### src/soc_config_pkg.sv
`default_nettype none

package soc_config_pkg;

  // the RAM region top follows from the RAM depth of the top level
  localparam logic [31:0] ram_base_addr = 32'h0000_0000;

  // the timer region runs up to but not including the top address
  localparam logic [31:0] timer_base_addr = 32'h0200_0000;
  localparam logic [31:0] timer_top_addr = 32'h0200_0010;

  // byte offsets of the timer registers inside the timer region
  localparam logic [3:0] timer_mtime_lo = 4'h0;
  localparam logic [3:0] timer_mtime_hi = 4'h4;
  localparam logic [3:0] timer_mtimecmp_lo = 4'h8;
  localparam logic [3:0] timer_mtimecmp_hi = 4'hc;

  // replaces only the bytes of old_word whose strobe bit is set
  function automatic logic [31:0] merge_bytes(input logic [31:0] old_word,
                                              input logic [31:0] new_word,
                                              input logic [3:0] strobe);
    logic [31:0] result;
    result = old_word;
    for (int i = 0; i < 4; i++) begin
      if (strobe[i]) begin
        result[8*i +: 8] = new_word[8*i +: 8];
      end
    end
    return result;
  endfunction

endpackage

`default_nettype wire
### src/mem_bus_if.sv
`timescale 1ns/10ps
`default_nettype none

// one target's view of the memory bus
// a nonzero wstrb marks a write and a zero wstrb marks a read
interface mem_bus_if;

  logic valid;
  logic [31:0] addr;
  logic [31:0] wdata;
  logic [3:0] wstrb;
  logic [31:0] rdata;
  logic ready;

  modport requester (
    output valid,
    output addr,
    output wdata,
    output wstrb,
    input rdata,
    input ready
  );

  modport target (
    input valid,
    input addr,
    input wdata,
    input wstrb,
    output rdata,
    output ready
  );

endinterface

`default_nettype wire

### src/machine_timer.sv
`timescale 1ns/10ps
`default_nettype none

module machine_timer (
  input logic clock,
  input logic reset,
  mem_bus_if.target bus,
  output logic timer_irq
);

  logic [63:0] mtime;
  logic [63:0] mtimecmp;
  logic [3:0] offset;
  logic write;

  assign offset = bus.addr[3:0];
  assign write = bus.valid && (bus.wstrb != 4'b0000);

  // the counter holds still in a cycle that writes either half of mtime
  always_ff @(posedge clock) begin
    if (!reset) begin
      mtime <= '0;
    end else if (write && offset == soc_config_pkg::timer_mtime_lo) begin
      mtime[31:0] <= soc_config_pkg::merge_bytes(mtime[31:0], bus.wdata, bus.wstrb);
    end else if (write && offset == soc_config_pkg::timer_mtime_hi) begin
      mtime[63:32] <= soc_config_pkg::merge_bytes(mtime[63:32], bus.wdata, bus.wstrb);
    end else begin
      mtime <= mtime + 64'd1;
    end
  end

  // all ones after reset keeps the interrupt low until software sets a compare value
  always_ff @(posedge clock) begin
    if (!reset) begin
      mtimecmp <= '1;
    end else if (write && offset == soc_config_pkg::timer_mtimecmp_lo) begin
      mtimecmp[31:0] <= soc_config_pkg::merge_bytes(mtimecmp[31:0], bus.wdata, bus.wstrb);
    end else if (write && offset == soc_config_pkg::timer_mtimecmp_hi) begin
      mtimecmp[63:32] <= soc_config_pkg::merge_bytes(mtimecmp[63:32], bus.wdata, bus.wstrb);
    end
  end

  always_ff @(posedge clock) begin
    if (bus.valid) begin
      if (write) begin
        bus.rdata <= '0;
      end else begin
        case (offset)
          soc_config_pkg::timer_mtime_lo: bus.rdata <= mtime[31:0];
          soc_config_pkg::timer_mtime_hi: bus.rdata <= mtime[63:32];
          soc_config_pkg::timer_mtimecmp_lo: bus.rdata <= mtimecmp[31:0];
          soc_config_pkg::timer_mtimecmp_hi: bus.rdata <= mtimecmp[63:32];
          default: bus.rdata <= '0;
        endcase
      end
    end
  end

  always_ff @(posedge clock) begin
    if (!reset) begin
      bus.ready <= 1'b0;
    end else begin
      bus.ready <= bus.valid;
    end
  end

  // level interrupt, cleared only by moving mtimecmp above mtime
  assign timer_irq = mtime >= mtimecmp;

endmodule

`default_nettype wire

### src/flat_wrapper.sv
// flat-port wrapper written by rule: the top's interface ports become plain ports
module machine_timer_flat 
  (clock, reset, timer_irq, bus_valid, bus_addr, bus_wdata, bus_wstrb, bus_rdata, bus_ready);
  mem_bus_if bus_i ();
  input logic clock;
  input logic reset;
  output logic timer_irq;
  input wire logic [$bits(bus_i.valid)-1:0] bus_valid;
  input wire logic [$bits(bus_i.addr)-1:0] bus_addr;
  input wire logic [$bits(bus_i.wdata)-1:0] bus_wdata;
  input wire logic [$bits(bus_i.wstrb)-1:0] bus_wstrb;
  output wire logic [$bits(bus_i.rdata)-1:0] bus_rdata;
  output wire logic [$bits(bus_i.ready)-1:0] bus_ready;
  assign bus_i.valid = bus_valid;
  assign bus_i.addr = bus_addr;
  assign bus_i.wdata = bus_wdata;
  assign bus_i.wstrb = bus_wstrb;
  assign bus_rdata = bus_i.rdata;
  assign bus_ready = bus_i.ready;
  machine_timer u_core (.clock(clock), .reset(reset), .bus(bus_i), .timer_irq(timer_irq));
endmodule
### config.mk
export PLATFORM = sky130hd
export DESIGN_NAME = machine_timer_flat
export DESIGN_NICKNAME = d
export VERILOG_FILES = /design/src/soc_config_pkg.sv /design/src/mem_bus_if.sv /design/src/machine_timer.sv /design/src/flat_wrapper.sv
export SDC_FILE = /design/constraint.sdc
export NUM_CORES = 1
export LEC_CHECK = 0
export ABC_CLOCK_PERIOD_IN_PS = 3300
export BUFFER_PORTS_ARGS = -buffer_cell sky130_fd_sc_hd__clkbuf_2
export CAP_MARGIN = 20
export CORE_MARGIN = 2
export CORE_UTILIZATION = 52
export CTS_CLUSTER_DIAMETER = 100
export DETAILED_ROUTE_END_ITERATION = 8
export PLACE_DENSITY_LB_ADDON = 0.15
export SETUP_SLACK_MARGIN = 0.15
export SYNTH_ARGS = -nofsm -noshare
export SYNTH_HDL_FRONTEND = slang
export SYNTH_SLANG_ARGS = --single-unit
### constraint.sdc
create_clock -name clock -period 3.3 [get_ports clock]
set_clock_uncertainty 0.05 [all_clocks]
set_input_delay 0.66 -clock clock [delete_from_list [all_inputs] [get_ports clock]]
set_output_delay 0.66 -clock clock [all_outputs]
set_load 0.01 [all_outputs]
# After elaboration in Yosys (flattened, before gate mapping)
# Index checks and enable logic that the tools add are counted.
# totals
mem_bits_ro	0
output_inout_bits	34
latchBits	0
mem_count	0
ff_bits	161
inputBits	71
word_cells	65
ram_bits	0
# classes
order_cmp	1
div_mod_pow	0
reduce_logical	23
mux	8
eq_ne	12
addsub	1
bitwise	2
shifts	0
mul	0
# op_table
cell	n
$pmux W32 S4	1
$mux W32	3
$add A64 B1 Y64 const B	1
$ge A64 B64 Y1	1
$mux W8	4
$reduce_and A2 Y1	12
$ne A2 B2 Y1 const B	8
$reduce_and A3 Y1	4
$eq A4 B4 Y1 const B	2
$logic_and A1 B1 Y1	5
$eq A4 B3 Y1 const B	1
$logic_not A4 Y1	1
$reduce_bool A4 Y1	1
$ne A2 B1 Y1 const B	1
$not A1 Y1	2

# Depth between registers and ports, before layout
# logic_depth
depth_word	5
mapped_depth	10

# Worst setup path before layout
# Ideal clock, no wire load.
# synth_timing
kind	input to register
start	input bus_addr[3]
end	register u_core.mtime[36]
setup_slack_ns	0.698
setup_time_ns	0.091
arrival_ns	2.461
path_buffers	3
path_stages	8
path_cell_list	or3_1 -> clkbuf_1 -> or2_2 -> clkbuf_1 -> nor2_2 -> clkbuf_1 -> nor3_1 -> a311oi_1
# synth_via
elab_chain_len	4
elab_cells_between_ends	8
cone_classes	2 x eq/ne; 1 x mux; 1 x bitwise; 4 x reduce/logical
# synth_lines
item	line_no	rtl
start: declaration	flat_wrapper.sv:9	input wire logic [$bits(bus_i.addr)-1:0] bus_addr;
$eq A4 B3 Y1 or $logic_not A4 Y1 (tied branches)	machine_timer.sv:25, machine_timer.sv:23	
$logic_and A1 B1 Y1 (on tied branches)	machine_timer.sv:25, machine_timer.sv:23	
$ne A2 B2 Y1 (no source line) or $not A1 Y1 (tied branches)	--	
$reduce_and A2 Y1 (no source line)	--	
end signal: assignment	machine_timer.sv:26	mtime[63:32] <= soc_config_pkg::merge_bytes(mtime[63:32], bus.wdata, bus.wstrb);
end signal: assignment	machine_timer.sv:28	mtime <= mtime + 64'd1;
end: declaration	machine_timer.sv:11	logic [63:0] mtime;
# Several ways; a longest one is shown, not always the timed one.
# A chain may end at the register's enable or synchronous reset.

# Final worst setup path
# layout_timing
start	register u_core.mtimecmp[47]
end	output timer_irq
# layout_via
elab_chain_len	1
# layout_lines
item	line_no	rtl
start: declaration	machine_timer.sv:12	logic [63:0] mtimecmp;
start signal: assignment	machine_timer.sv:39	mtimecmp[63:32] <= soc_config_pkg::merge_bytes(mtimecmp[63:32], bus.wdata, bus.wstrb);
$ge A64 B64 Y1	machine_timer.sv:68	assign timer_irq = mtime >= mtimecmp;
end: declaration	flat_wrapper.sv:7	output logic timer_irq;
# Every way passes these cells.

==> impl_metrics.ini <==
[outcome]
status = completed

[routing]
wl_per_cell_um = 19.7
routed_via_density = 6.21
dr.pass1.iters = 6
drc = 0
wl_um = 30000
drt-initial-drc-count = 829
via_count = 9443
ant_nets = 0

[die]
core_um2 = 18700
rows = 50
dieArea_um2 = 20200
die_w_um = 142
die_h_um = 142
initial_core_util_pct = 53.0
num_io_pins = 105

[timing]
slew_violations = 0
finalSetupViolations = 0
tns_ps = 0
max_freq_mhz = 324
worst_pin_slew_ps = 869
hold_viol = 0
post-route-period-util_pct = 93.6
timing.final.crit_period_ps = 3090
slew_headroom_pct = 42.0
rsz0062_at_grt = false

[placement]
place_congestion = 0.961
placed_area_um2 = 10800
post-dp-hpwl_um = 21600
port_buffers = 76

[synthesis]
synth_seq_cells = 161
syn_inst = 1186
synthTopCellsByArea = dfxtp_1 (26%), edfxtp_1 (9.7%), ha_1 (8.2%)
synth.distinct_cells = 62
synth_ff_type = dfxtp_1
syn_area_um2 = 9920
synth_nets = 1322
ys_async_sr_fraction_pct = 0
yosysWarnings = 0
synth-edff-count = 32
synth_top_area_share_pct = 26.0
synth_top_cell_by_area = dfxtp_1
syn_area_per_cell_um2 = 8.36
yosysSeqAreaShare_pct = 35.7

[pwr]
p_leak_nw = 5.42
ir_worst_vdd_uv = 366
combinationalPowerShare_pct = 8.4
p_seq_share_pct = 46.5
p_switching_mw = 1.06
netSwitchingFraction_pct = 23.7
pwr-share-clk_pct = 45.1
intPower_mw = 3.42
power.density_nw_per_um2 = 386

[critical_path]
start_kind = flip-flop
crit_path_end_kind = output pin
path_class = flip-flop to output pin
cp.required_ps = 2590
cp.arrival_ps = 2380
cp_max_fo = 3

[cells_and_area]
area_growth_pct = 16.9
drive_above_1_share_pct = 19.2
layout_commonest_cell = nand2_1
stdcell_area_um2 = 11600
final_util_pct = 62.0
n_antenna_cell = 0
num-fill-cells = 1662
nets = 1410
seqCellArea_um2 = 3570
multiInputGateArea_um2 = 6020
layout_common_cells = nand2_1 (136), dfxtp_1 (112), nor2_1 (109)

[global_route]
grt_pass1_vias = 8755
gr-total-overflow = 0
grt_pass1_wl_um = 47400
grt_max_degree = 35
track_usage_pct = 30.1
grt_antenna_before_repair = 0

[flow_run]
cap_violations = 0

[clock_network]
cts_tree = yes
cts.clk_slew.worst_paths_ps = 60
cts_buffers = 17
ctsHoldBuffers = 0
clock-sinks = 161
worstSkewPairLatency_ps = 440
cts_root_buf = clkbuf_16
h-tree-depth = 4
clk_path_buf_depth = 2

[hold_path]
hp-class = flip-flop to flip-flop
## per-layer routing
layer,GRT usage [%],vias to the layer above,part of all wire (%)
met5,0,-,0
met3,4.64,63,5.9
met4,12.1,0,2.8
met1,42.3,4495,46
met2,46.3,335,45
li1,-,4550,-
## worst max-delay path, cell delays in order (launching register included)
cell and delay [ps]:
dfxtp_1 320, inv_1 80, ha_4 290, nand4_1 140, nor3_2 280, and3_4 240, nand2_1 60, a2111o_1 310
nand3_2 90, buf_2 130
## synth_stat cells, types with 7 or more instances
library cell / count
a31oi_1: 7
nand2_1: 136
edfxtp_1: 32
and3_1: 17
ha_1: 65
inv_1: 76
o22ai_1: 9
a21oi_1: 61
and4_1: 15
a311oi_1: 18
nor3_1: 36
mux2_2: 22
o211ai_1: 25
and2_1: 7
dfxtp_1: 129
nand3_1: 43
or3_1: 8
o21ai_0: 64
nor2_1: 115
nand4_1: 21
a221oi_1: 40
clkbuf_1: 58
mux2i_1: 72
a21o_1: 18
a211oi_1: 15
## what timing repair did
action	in CTS	in global routing
pin swaps	3	13
setup endpoints to repair	1	1
setup buffers	1	0
resized for setup	10	46
## power by group through the flow
stage	Sequential, mW	Clock, mW	Combinational, mW
2_1_floorplan	2.13	0	0.198
3_3_place_gp	2.12	0	0.361
3_5_place_dp	2.12	0	0.364
4_1_cts	2.08	2.04	0.370
5_1_grt	2.09	2.12	0.411
6_report	2.08	2.02	0.376
## logic make-up after synthesis
logic type               Yosys count  share of synthesized area, %
AO/OA/AOI/OAI                    290                          19.8
XOR/XNOR                           3                         0.265
adder cells (fa/ha/maj)           65                          8.20
buffers and inverters            144                          5.50
flip-flops                       161                          35.7
multiplexers                      94                          9.76
AND/OR/NAND/NOR                  429                          20.8
## metrics by stage
step	hold WS, ps	total power [mW]	worst slack [ps]	std cells
detailed placement	440	2.49	435	1488
global route	459	4.62	111	1521
global placement	435	2.48	448	1488
finish	429	4.48	212	1521
floorplan	417	2.32	698	1186
CTS	446	4.49	159	1521
## final timing paths
| path | startpoint | endpoint | slack (ps) | cells after the start |
|---|---|---|---|---|
| hold reg to reg | u_core.mtimecmp[63] | u_core.mtimecmp[63] | 430 | 2 |
| hold / removal | u_core.mtimecmp[63] | u_core.mtimecmp[63] | 430 | 2 |
| setup / recovery | u_core.mtimecmp[47] | timer_irq | 210 | 9 |
| setup reg to reg | u_core.mtime[0] | u_core.mtime[52] | 580 | 8 |
## flip-flops by register name, summed over array words and instances, names as in the netlist
| signal | flops |
|---|---|
| u_core.mtime | 64 |
| u_core.bus.rdata | 32 |
| u_core.mtimecmp | 64 |
| u_core.bus.ready | 1 |
## area by class of cell
class                      instances  area share [%]
clock inverter                     6           0.928
inverter                          76            2.46
timing repair buffer             137            7.23
multi-input combinational        881            51.9
sequential                       161            30.8
tap                              234            2.52
clock buffer                      26            4.13
Note: power is estimated with default switching activity, not from simulation.
