--- src/soc_config_pkg.sv ---
`default_nettype none

package soc_config_pkg;

  // the RAM region top follows from the RAM depth of the top level
  localparam logic [31:0] ram_base_addr = 32'h0000_0000;

  // the timer region runs up to but not including the top address
  localparam logic [31:0] timer_base_addr = 32'h0200_0000;
  localparam logic [31:0] timer_top_addr = 32'h0200_0010;

  // byte offsets of the timer registers inside the timer region
  localparam logic [3:0] timer_mtime_lo = 4'h0;
  localparam logic [3:0] timer_mtime_hi = 4'h4;
  localparam logic [3:0] timer_mtimecmp_lo = 4'h8;
  localparam logic [3:0] timer_mtimecmp_hi = 4'hc;

  // replaces only the bytes of old_word whose strobe bit is set
  function automatic logic [31:0] merge_bytes(input logic [31:0] old_word,
                                              input logic [31:0] new_word,
                                              input logic [3:0] strobe);
    logic [31:0] result;
    result = old_word;
    for (int i = 0; i < 4; i++) begin
      if (strobe[i]) begin
        result[8*i +: 8] = new_word[8*i +: 8];
      end
    end
    return result;
  endfunction

endpackage

`default_nettype wire
--- src/mem_bus_if.sv ---
`timescale 1ns/10ps
`default_nettype none

// one target's view of the memory bus
// a nonzero wstrb marks a write and a zero wstrb marks a read
interface mem_bus_if;

  logic valid;
  logic [31:0] addr;
  logic [31:0] wdata;
  logic [3:0] wstrb;
  logic [31:0] rdata;
  logic ready;

  modport requester (
    output valid,
    output addr,
    output wdata,
    output wstrb,
    input rdata,
    input ready
  );

  modport target (
    input valid,
    input addr,
    input wdata,
    input wstrb,
    output rdata,
    output ready
  );

endinterface

`default_nettype wire

--- src/bus_decoder.sv ---
`timescale 1ns/10ps
`default_nettype none

module bus_decoder #(
  parameter int RAM_DEPTH = 256
) (
  input logic clock,
  input logic reset,
  input logic valid,
  input logic [31:0] addr,
  input logic [31:0] wdata,
  input logic [3:0] wstrb,
  output logic [31:0] rdata,
  output logic error,
  output logic ready,
  mem_bus_if.requester ram,
  mem_bus_if.requester timer
);

  localparam logic [31:0] RAM_SIZE = 32'(RAM_DEPTH * 4);
  localparam logic [31:0] TIMER_SIZE =
    soc_config_pkg::timer_top_addr - soc_config_pkg::timer_base_addr;

  logic [31:0] ram_offset;
  logic [31:0] timer_offset;
  logic ram_hit;
  logic timer_hit;
  logic [31:0] base_addr;
  logic [31:0] rebased_addr;
  logic unmapped;
  logic error_ready;

  // an address below a base wraps to a large offset, so one compare per region is enough
  assign ram_offset = addr - soc_config_pkg::ram_base_addr;
  assign timer_offset = addr - soc_config_pkg::timer_base_addr;
  assign ram_hit = ram_offset < RAM_SIZE;
  assign timer_hit = timer_offset < TIMER_SIZE;

  // timer region has priority over the RAM region
  always_comb begin
    ram.valid = 1'b0;
    timer.valid = 1'b0;
    base_addr = '0;
    unmapped = 1'b0;
    if (valid) begin
      if (timer_hit) begin
        timer.valid = 1'b1;
        base_addr = soc_config_pkg::timer_base_addr;
      end else if (ram_hit) begin
        ram.valid = 1'b1;
        base_addr = soc_config_pkg::ram_base_addr;
      end else begin
        unmapped = 1'b1;
      end
    end
  end

  assign rebased_addr = addr - base_addr;

  assign ram.addr = rebased_addr;
  assign ram.wdata = wdata;
  assign ram.wstrb = wstrb;

  assign timer.addr = rebased_addr;
  assign timer.wdata = wdata;
  assign timer.wstrb = wstrb;

  // unmapped requests are answered one cycle later, like a target would
  always_ff @(posedge clock) begin
    if (!reset) begin
      error_ready <= 1'b0;
    end else begin
      error_ready <= unmapped;
    end
  end

  // only one request is in flight, so at most one source is ready at a time
  always_comb begin
    if (ram.ready) begin
      rdata = ram.rdata;
      error = 1'b0;
      ready = 1'b1;
    end else if (timer.ready) begin
      rdata = timer.rdata;
      error = 1'b0;
      ready = 1'b1;
    end else if (error_ready) begin
      rdata = '0;
      error = 1'b1;
      ready = 1'b1;
    end else begin
      rdata = '0;
      error = 1'b0;
      ready = 1'b0;
    end
  end

endmodule

`default_nettype wire

--- src/flat_wrapper.sv ---
// flat-port wrapper written by rule: the top's interface ports become plain ports
module bus_decoder_flat 
#(
  parameter int RAM_DEPTH = 256
)
  (clock, reset, valid, addr, wdata, wstrb, rdata, error, ready, ram_valid, ram_addr, ram_wdata, ram_wstrb, ram_rdata, ram_ready, timer_valid, timer_addr, timer_wdata, timer_wstrb, timer_rdata, timer_ready);
  mem_bus_if ram_i ();
  mem_bus_if timer_i ();
  input logic clock;
  input logic reset;
  input logic valid;
  input logic [31:0] addr;
  input logic [31:0] wdata;
  input logic [3:0] wstrb;
  output logic [31:0] rdata;
  output logic error;
  output logic ready;
  output wire logic [$bits(ram_i.valid)-1:0] ram_valid;
  output wire logic [$bits(ram_i.addr)-1:0] ram_addr;
  output wire logic [$bits(ram_i.wdata)-1:0] ram_wdata;
  output wire logic [$bits(ram_i.wstrb)-1:0] ram_wstrb;
  input wire logic [$bits(ram_i.rdata)-1:0] ram_rdata;
  input wire logic [$bits(ram_i.ready)-1:0] ram_ready;
  output wire logic [$bits(timer_i.valid)-1:0] timer_valid;
  output wire logic [$bits(timer_i.addr)-1:0] timer_addr;
  output wire logic [$bits(timer_i.wdata)-1:0] timer_wdata;
  output wire logic [$bits(timer_i.wstrb)-1:0] timer_wstrb;
  input wire logic [$bits(timer_i.rdata)-1:0] timer_rdata;
  input wire logic [$bits(timer_i.ready)-1:0] timer_ready;
  assign ram_valid = ram_i.valid;
  assign ram_addr = ram_i.addr;
  assign ram_wdata = ram_i.wdata;
  assign ram_wstrb = ram_i.wstrb;
  assign ram_i.rdata = ram_rdata;
  assign ram_i.ready = ram_ready;
  assign timer_valid = timer_i.valid;
  assign timer_addr = timer_i.addr;
  assign timer_wdata = timer_i.wdata;
  assign timer_wstrb = timer_i.wstrb;
  assign timer_i.rdata = timer_rdata;
  assign timer_i.ready = timer_ready;
  bus_decoder #(.RAM_DEPTH(RAM_DEPTH)) u_core (.clock(clock), .reset(reset), .valid(valid), .addr(addr), .wdata(wdata), .wstrb(wstrb), .rdata(rdata), .error(error), .ready(ready), .ram(ram_i), .timer(timer_i));
endmodule
--- config.mk ---
export PLATFORM = sky130hd
export DESIGN_NAME = bus_decoder_flat
export DESIGN_NICKNAME = d
export VERILOG_FILES = /design/src/soc_config_pkg.sv /design/src/mem_bus_if.sv /design/src/bus_decoder.sv /design/src/flat_wrapper.sv
export SDC_FILE = /design/constraint.sdc
export NUM_CORES = 1
export LEC_CHECK = 0
export BUFFER_PORTS_ARGS = -buffer_cell sky130_fd_sc_hd__clkbuf_2
export CORE_AREA = 2 2 120 122
export DETAILED_ROUTE_END_ITERATION = 16
export DIE_AREA = 0 0 122 124
export GPL_TIMING_DRIVEN = 1
export SLEW_MARGIN = 20
export SYNTH_ARGS = -nofsm -noshare
export SYNTH_HDL_FRONTEND = slang
export SYNTH_SLANG_ARGS = --single-unit
--- constraint.sdc ---
create_clock -name clock -period 2.6 [get_ports clock]
set_input_delay 0.13 -clock clock [delete_from_list [all_inputs] [get_ports clock]]
set_output_delay 0.13 -clock clock [all_outputs]
set_load 0.05 [all_outputs]
# Word-level counts from Yosys, hierarchy flattened

Cells that the tools add are included.

Input bits: 137
Memories kept: 0
Bits in latches: 0
Register bits after elaboration: 1
Logic and storage cells: 23
Output and inout port bits: 172
RAM bits: 0
Bits in read-only memories: 0

Equal/unequal tests: 0
Multipliers: 0
Div/mod/pow operators: 0
Bitwise operators: 2
Order comparisons: 2
Shift-type cells: 0
Reductions and logical operators: 1
Multiplexer cells: 15
Add/sub/neg operators: 2

Operator list:

| kind                                                         | count |
|---|---|
| 2-to-1 mux 32 bit                                            | 3 |
| less-than comparator 32 x 11 -> 1 bit, second input constant | 1 |
| less-than comparator 32 x 5 -> 1 bit, second input constant  | 1 |
| subtractor 32 x 26 -> 32 bit, second input constant          | 1 |
| subtractor 32 bit                                            | 1 |
| 2-to-1 mux 26 bit                                            | 1 |
| 2-to-1 mux 1 bit                                             | 11 |
| OR reduction 3 bit                                           | 1 |
| inverter 1 bit                                               | 2 |

# Depth between registers and ports, before layout

Gate-level depths: netlist (run 1).

Word-level depth: 5
Mapped depth: 11
Depth with buffers taken out: 10

# Worst setup path after synthesis (run 1)

OpenSTA, ideal clock, no wires.

Path type: input -> output
From: in addr[21]
To: out timer_addr[31]
Required time: 2.470 ns
Arrival: 3.912 ns
Stages: 9
Setup slack: -1.442 ns
Path buffers: 1
Path through: nor4_1 > nand4_1 > or2_2 > a211oi_1 > ha_1 > ha_1 > nand2_1 > xnor2_1 > buf_4

Cells in the longest elaborated chain, start to end: 5

Ends and longest elaborated chain:

| element                              | RTL line           | source |
|---|---|---|
| from (decl)                          | flat_wrapper.sv:12 | `input logic [31:0] addr;` |
| subtractor 32 x 26 -> 32 bit         | bus_decoder.sv:35  | `assign timer_offset = addr - soc_config_pkg::timer_base_addr;` |
| less-than comparator 32 x 5 -> 1 bit | bus_decoder.sv:37  | `assign timer_hit = timer_offset < TIMER_SIZE;` |
| 2-to-1 mux 26 bit                    | bus_decoder.sv:46  | `if (timer_hit) begin` |
| 2-to-1 mux 32 bit                    | bus_decoder.sv:45  | `if (valid) begin` |
| subtractor 32 bit (*)                | bus_decoder.sv:58  | `assign rebased_addr = addr - base_addr;` |
| to (decl)                            | flat_wrapper.sv:25 | `output wire logic [$bits(timer_i.addr)-1:0] timer_addr;` |

Every way passes the cells marked *; elsewhere a longest branch is shown, timed or not.

# Final worst setup path (run 1)

From: in addr[26]
To: out ram_addr[31]

Cells in the longest elaborated chain, start to end: 5

Ends and longest elaborated chain:

| element                              | RTL line           | source |
|---|---|---|
| subtractor 32 x 26 -> 32 bit         | bus_decoder.sv:35  |  |
| less-than comparator 32 x 5 -> 1 bit | bus_decoder.sv:37  |  |
| 2-to-1 mux 26 bit                    | bus_decoder.sv:46  |  |
| 2-to-1 mux 32 bit                    | bus_decoder.sv:45  |  |
| subtractor 32 bit (*)                | bus_decoder.sv:58  |  |
| to (decl)                            | flat_wrapper.sv:19 | `output wire logic [$bits(ram_i.addr)-1:0] ram_addr;` |

Marked as above.

==> out/results.tsv, run 1 <==
stage	metric	value	unit
run_status	status	completed	
clocking	postCtsSetupBuffers	0	
timing	max_slew_margin	67.32	%
placed_design	place.gp.congestion	0.8144	
pwr	intPower	171.9	uW
die	die_y	124	um
grt	grt-ovfl-total	0	
grt	antenna_found_initial	0	
synth	synthTopCellsByArea	buf_4, a22o_1, ha_1	
synth	synth_top_family_by_area	buffers and inverters	
run	cap_violations	0	
drt	detail_route.wl_per_cell	11.83	um
timing	finalSetupTns	0	ns
synth	synth.distinct_cells	28	
critical_path	crit_path_start_kind	input port	
pwr	power.static_leakage	0.001087	uW
synth	syn-num-nets	358	
drt	drtIter0Drc	72	
synth	synth-simple-area-share	10.02	%
drt	drc	0	
synth	muxShareOfSynthArea	0	%
finish	regMostFlops	u_core.error_ready	
critical_path	slowest_delay	0.30	ns
drt	routed_wl	5.371	mm
critical_path	crit_slowest_cell	ha_2	
timing	final-max-slew-violation-count	0	
finish	antennaDiodeCount	0	
timing	period_share	91.85	%
clocking	ctsResizeCount	0	
hold_path	min_path_cells	0	
pwr	ir_drop	87.17	uV
die	std_cell_rows	43	
grt	grt_pass1_wl	6.989	mm
critical_path	worstPathRequired	2.47	ns
pwr	seqPwrFrac	2.8	%
finish	reg.largest.list	u_core.error_ready (1)	
timing	fmax	418.7	MHz
critical_path	arrival	2.26	ns
timing	rsz0062_at_grt	no	
pwr	pwr-share-clk	0	%
placed_design	io_buffers	188	
synth	post-synth-top-area-cell	buf_4	
finish	largest_reg_flops	1	
finish	fin_cells	454	
synth	yosysMostFrequentCell	buf_4	
synth	synth_seq_cells	1	
critical_path	endpoint_kind	output pin	
placed_design	place_inst	454	
timing	tightest_slew	0.4857	ns
critical_path	critPathKind	in -> out	
synth	postSynthCellCount	218	
finish	area_growth	25.37	%
pwr	sw_frac_of_total	70.96	%
timing	fin_crit	2.388	ns
synth	avgSynthCellArea	7.444	sq um
synth	synth_compound_area_share	20.05	%
finish	nets	416	
die	die_w	122	um
synth	ys_seq_area_share	1.234	%
placed_design	dp.final_hpwl	4.924	mm
pwr	p_per_area	290.9	nW/um^2
pwr	p_sw	420.0	uW
synth	synth_area	1623	sq um
grt	grt_usage	5.990	%
clocking	cts_hold_buf	0	
drt	num_vias	1528	
synth	ys_warn_count	0	
synth	synth_xor_area_share	3.238	%
timing	setup_viol	0	
critical_path	crit_path_cell_trace	clkbuf_2 -> inv_2 -> ha_2 -> nor4b_2 -> nand4_1 -> a211oi_4 -> ha_4 -> ha_4 -> nand2_2 -> xnor2_4 -> clkbuf_2	
die	start_util	11.83	%
die	coreArea	13720	sq um
drt	dr.pass1.iters	4	
synth	yosys_most_used_dff	dfxtp_1	
drt	ant_nets	0	
synth	synth_fa_ha_area_share	2.313	%
hold_path	hold_class	in -> out	
synth	synth_edf_count	0	
grt	grt_pass1_vias	1337	
timing	hold_violations	0	
finish	drive_gt1_share	78.83	%
die	ios	309	
die	die_area	15130	sq um
synth	synth_top_area_share	59.68	%
critical_path	cp_max_fo	5	
synth	async_flop_share	0	%
pwr	pwr-share-comb	97.2	%
synth	synth_commonest_cells	buf_4, a22o_1, clkbuf_1	
drt	vias_per_cell	3.366	
grt	grt_max_degree	32	
-- layer usage --
layer / vias up / GRT usage (%) / part of all wire, %
li1: 728 / - / -
met1: 642 / 5.963 / 31
met2: 144 / 11.14 / 51
met3: 14 / 3.159 / 16
met4: 0 / 1.149 / 1.4
met5: - / 0 / 0
-- worst max-delay path: cells and delay by family --
kind	cells	cell delay (ns)
AO/OA/AOI/OAI	1	0.26
XOR/XNOR	1	0.18
adder cells (fa/ha/maj)	3	0.69
buffers and inverters	3	0.53
AND/OR/NAND/NOR	3	0.46
-- layout make-up --
cell class | instances | area (sq um)
Timing Repair Buffer | 193 | 978.4
Fill cell | 1583 | 11690
Tap cell | 180 | 225.2
Sequential cell | 1 | 20.02
Inverter | 5 | 22.52
Multi-Input combinational cell | 75 | 788.3
-- power groups by stage --
stage               Combinational, uW  Clock (uW)  Sequential [uW]
floorplan                         785           0             16.7
CTS                               580           0             16.8
global route                      607           0             16.9
detailed placement                578           0             16.8
global placement                  578           0             16.7
finish                            575           0             16.7
-- cells in the final DEF (no fill, tap or decap), types with 2 or more instances in the layout --
cell,n
buf_4,5
nand2_1,3
inv_1,2
clkbuf_2,188
ha_4,2
inv_2,2
xor2_4,2
a22o_1,31
xnor2_4,3
nand4_1,2
nand2_2,2
nor2_1,4
nor3_1,2
o21ai_0,2
nor4_4,2
nor4_1,2
-- metrics by stage --
| step | total power (uW) | utilization (%) | hold slack (ns) | worst slack [ns] | instance area, sq um |
|---|---|---|---|---|---|
| 2_1_floorplan | 801.4 | - | 0.3510 | -0.1141 | 1853 |
| 3_3_place_gp | 595.0 | 14.83 | 0.2605 | 0.1682 | 2034 |
| 3_5_place_dp | 595.1 | 14.83 | 0.2605 | 0.1738 | 2034 |
| 4_1_cts | 596.6 | 14.83 | 0.2605 | 0.1717 | 2034 |
| 5_1_grt | 624.1 | 14.83 | 0.2602 | 0.05125 | 2034 |
| 6_report | 591.9 | 14.83 | 0.2600 | 0.2119 | 2034 |
-- cells by family (layout without fill, tap and decap cells) --
group / Yosys count / count (layout)
buffers and inverters: 142 / 198
AOI/OAI and AO/OA: 38 / 38
and+or+nand+nor: 28 / 28
xor gates and xnor gates: 6 / 6
adders and majority gates: 3 / 3
DFF: 1 / 1
-- path summary, 6_finish.rpt --
path	from	endpoint	slack [ns]
setup / recovery	addr[26]	ram_addr[31]	0.21
hold / removal	wdata[11]	ram_wdata[11]	0.26
Note: power is estimated with default switching activity, not from simulation.
==> run 2, diff against run 1 <==
--- a/config.mk
+++ b/config.mk
@@ -6,6 +6,7 @@
 export NUM_CORES = 1
 export LEC_CHECK = 0
 export BUFFER_PORTS_ARGS = -buffer_cell sky130_fd_sc_hd__clkbuf_2
+export CAP_MARGIN = 10
 export CORE_AREA = 2 2 120 122
 export DETAILED_ROUTE_END_ITERATION = 16
 export DIE_AREA = 0 0 122 124
==> constraint.sdc (replaced) <==
create_clock -name clock -period 2.8 [get_ports clock]
set_input_delay 0.14 -clock clock [delete_from_list [all_inputs] [get_ports clock]]
set_output_delay 0.14 -clock clock [all_outputs]
set_load 0.05 [all_outputs]
==> run 2 against run 1 <==
Compared with the run above:
- via count increased by 1.4%
- global-route usage decreased by 0.72 points
- routed wire length is 9.0% lower
- die area stayed put
- final area down 3.6%
- hold slack better by 0.020 ns
==> out/results.tsv, run 2 (synthesis results as in run 1) <==
stage	metric	value	unit	change
pwr	p_per_area	277.5	nW/um^2	-4.6%
finish	nets	415		-0.24%
timing	fin_crit	2.588	ns	
timing	max_slew_margin	68.59	%	+1.3 points
die	std_cell_rows	43		unchanged
timing	tightest_slew	0.4690	ns	-0.01670 ns
grt	grt_max_degree	36		+13%
grt	antenna_found_initial	0		unchanged
run_status	status	completed		
run	cap_violations	0		unchanged
finish	largest_reg_flops	1		unchanged
pwr	power.static_leakage	0.001090	uW	+0.24%
timing	hold_violations	0		unchanged
critical_path	endpoint_kind	output pin		
timing	hold_slack	0.2800	ns	+0.02001 ns
die	ios	309		unchanged
die	die_y	124	um	unchanged
grt	grt_usage	5.274	%	-0.72 points
critical_path	crit_path_start_kind	input port		
finish	final_area	1962	sq um	-3.6%
placed_design	place_area	1943	sq um	-4.5%
drt	routed_wl	4.889	mm	-9.0%
drt	dr.pass1.iters	3		-1
timing	setup_viol	0		unchanged
timing	final-max-slew-violation-count	0		unchanged
finish	reg.largest.list	u_core.error_ready (1)		
critical_path	arrival	2.45	ns	+0.19 ns
timing	period_share	92.42	%	
pwr	ir_drop	88.66	uV	+1.7%
die	coreArea	13720	sq um	unchanged
grt	grt-ovfl-total	0		unchanged
drt	detail_route.wl_per_cell	10.79	um	-8.8%
finish	antennaDiodeCount	0		unchanged
grt	grt_pass1_wl	6.368	mm	-8.9%
die	die_area	15130	sq um	unchanged
finish	final_common_cell	clkbuf_2		
finish	final_cell_mix	clkbuf_2, a22o_1, inv_1, nand2_1, nor2_1		
drt	drtIter0Drc	19		-74%
finish	fin_cells	453		-0.22%
hold_path	hold_class	in -> out		
finish	drive_gt1_share	75.09	%	-3.7 points
drt	drc	0		unchanged
drt	vias_per_cell	3.422		+1.7%
critical_path	crit_path_cell_trace	clkbuf_2 -> nor4_2 -> nand4_1 -> or2_2 -> a211oi_4 -> ha_1 -> ha_1 -> nand2_1 -> xnor2_4 -> clkbuf_2		
placed_design	dp.final_hpwl	4.508	mm	-8.4%
finish	regMostFlops	u_core.error_ready		
critical_path	cp_top_family	simple AND/OR/NAND/NOR gates		
pwr	power	544.5	uW	-8.0%
critical_path	path_buf_inv	2		-1
critical_path	cp_max_fo	3		-2
die	die_w	122	um	unchanged
timing	finalSetupTns	0	ns	unchanged
critical_path	critPathKind	in -> out		
critical_path	worstPathRequired	2.66	ns	+0.19 ns
placed_design	place_inst	453		-0.22%
finish	fillers	1583		unchanged
drt	num_vias	1550		+1.4%
timing	fmax	386.4	MHz	
critical_path	crit_slowest_cell	or2_2		
drt	ant_nets	0		unchanged
clocking	cts_hold_buf	0		unchanged
die	start_util	11.83	%	unchanged
grt	grt_pass1_vias	1325		-0.90%
timing	rsz0062_at_grt	no		
finish	area_growth	20.89	%	
placed_design	place.gp.congestion	0.7290		-10%
critical_path	slowest_delay	0.36	ns	+0.06 ns
placed_design	io_buffers	188		unchanged
run 2: through the flow:
stage / utilization [%] / setup slack [ns]
2_1_floorplan: - / -0.09015
3_3_place_gp: 14.16 / -0.03284
6_report: 14.30 / 0.2123
3_5_place_dp: 14.16 / 0.009103
4_1_cts: 14.16 / 0.007681
5_1_grt: 14.30 / 0.02167
run 2: final timing paths:
| check | start | end | cells after the start |
|---|---|---|---|
| worst min-delay path | wdata[17] | ram_wdata[17] | 0 |
| worst max-delay path | addr[24] | ram_addr[29] | 10 |
run 2: metal layers:
layer  track usage [%]  vias up  part of all wire, %
met5                 0        -                    0
met4            0.9339        0                  1.6
met3             1.603       10                   14
met2             10.75      159                   52
met1             5.243      651                   33
li1                  -      730                    -
run 2: area by class of cell:
class,count,area [sq um],area share (%)
Sequential cell,1,20.02,1.020
Inverter,5,18.77,0.9566
Tap cell,180,225.2,11.48
Timing Repair Buffer,192,998.5,50.89
Multi-Input combinational cell,75,699.4,35.65
run 2: power breakdown:
| group | switching, uW | leakage (uW) | total (uW) | internal, uW |
|---|---|---|---|---|
| registers | 0.737 | 0.00000834 | 16.1 | 15.3 |
| clock network | 0 | 0 | 0 | 0 |
| logic | 384 | 0.00108 | 528 | 145 |
run 2: repair_timing:
action,in CTS,in global routing
buffers inserted,0,0
gates resized for setup,0,3
endpoints found under the setup margin,0,8
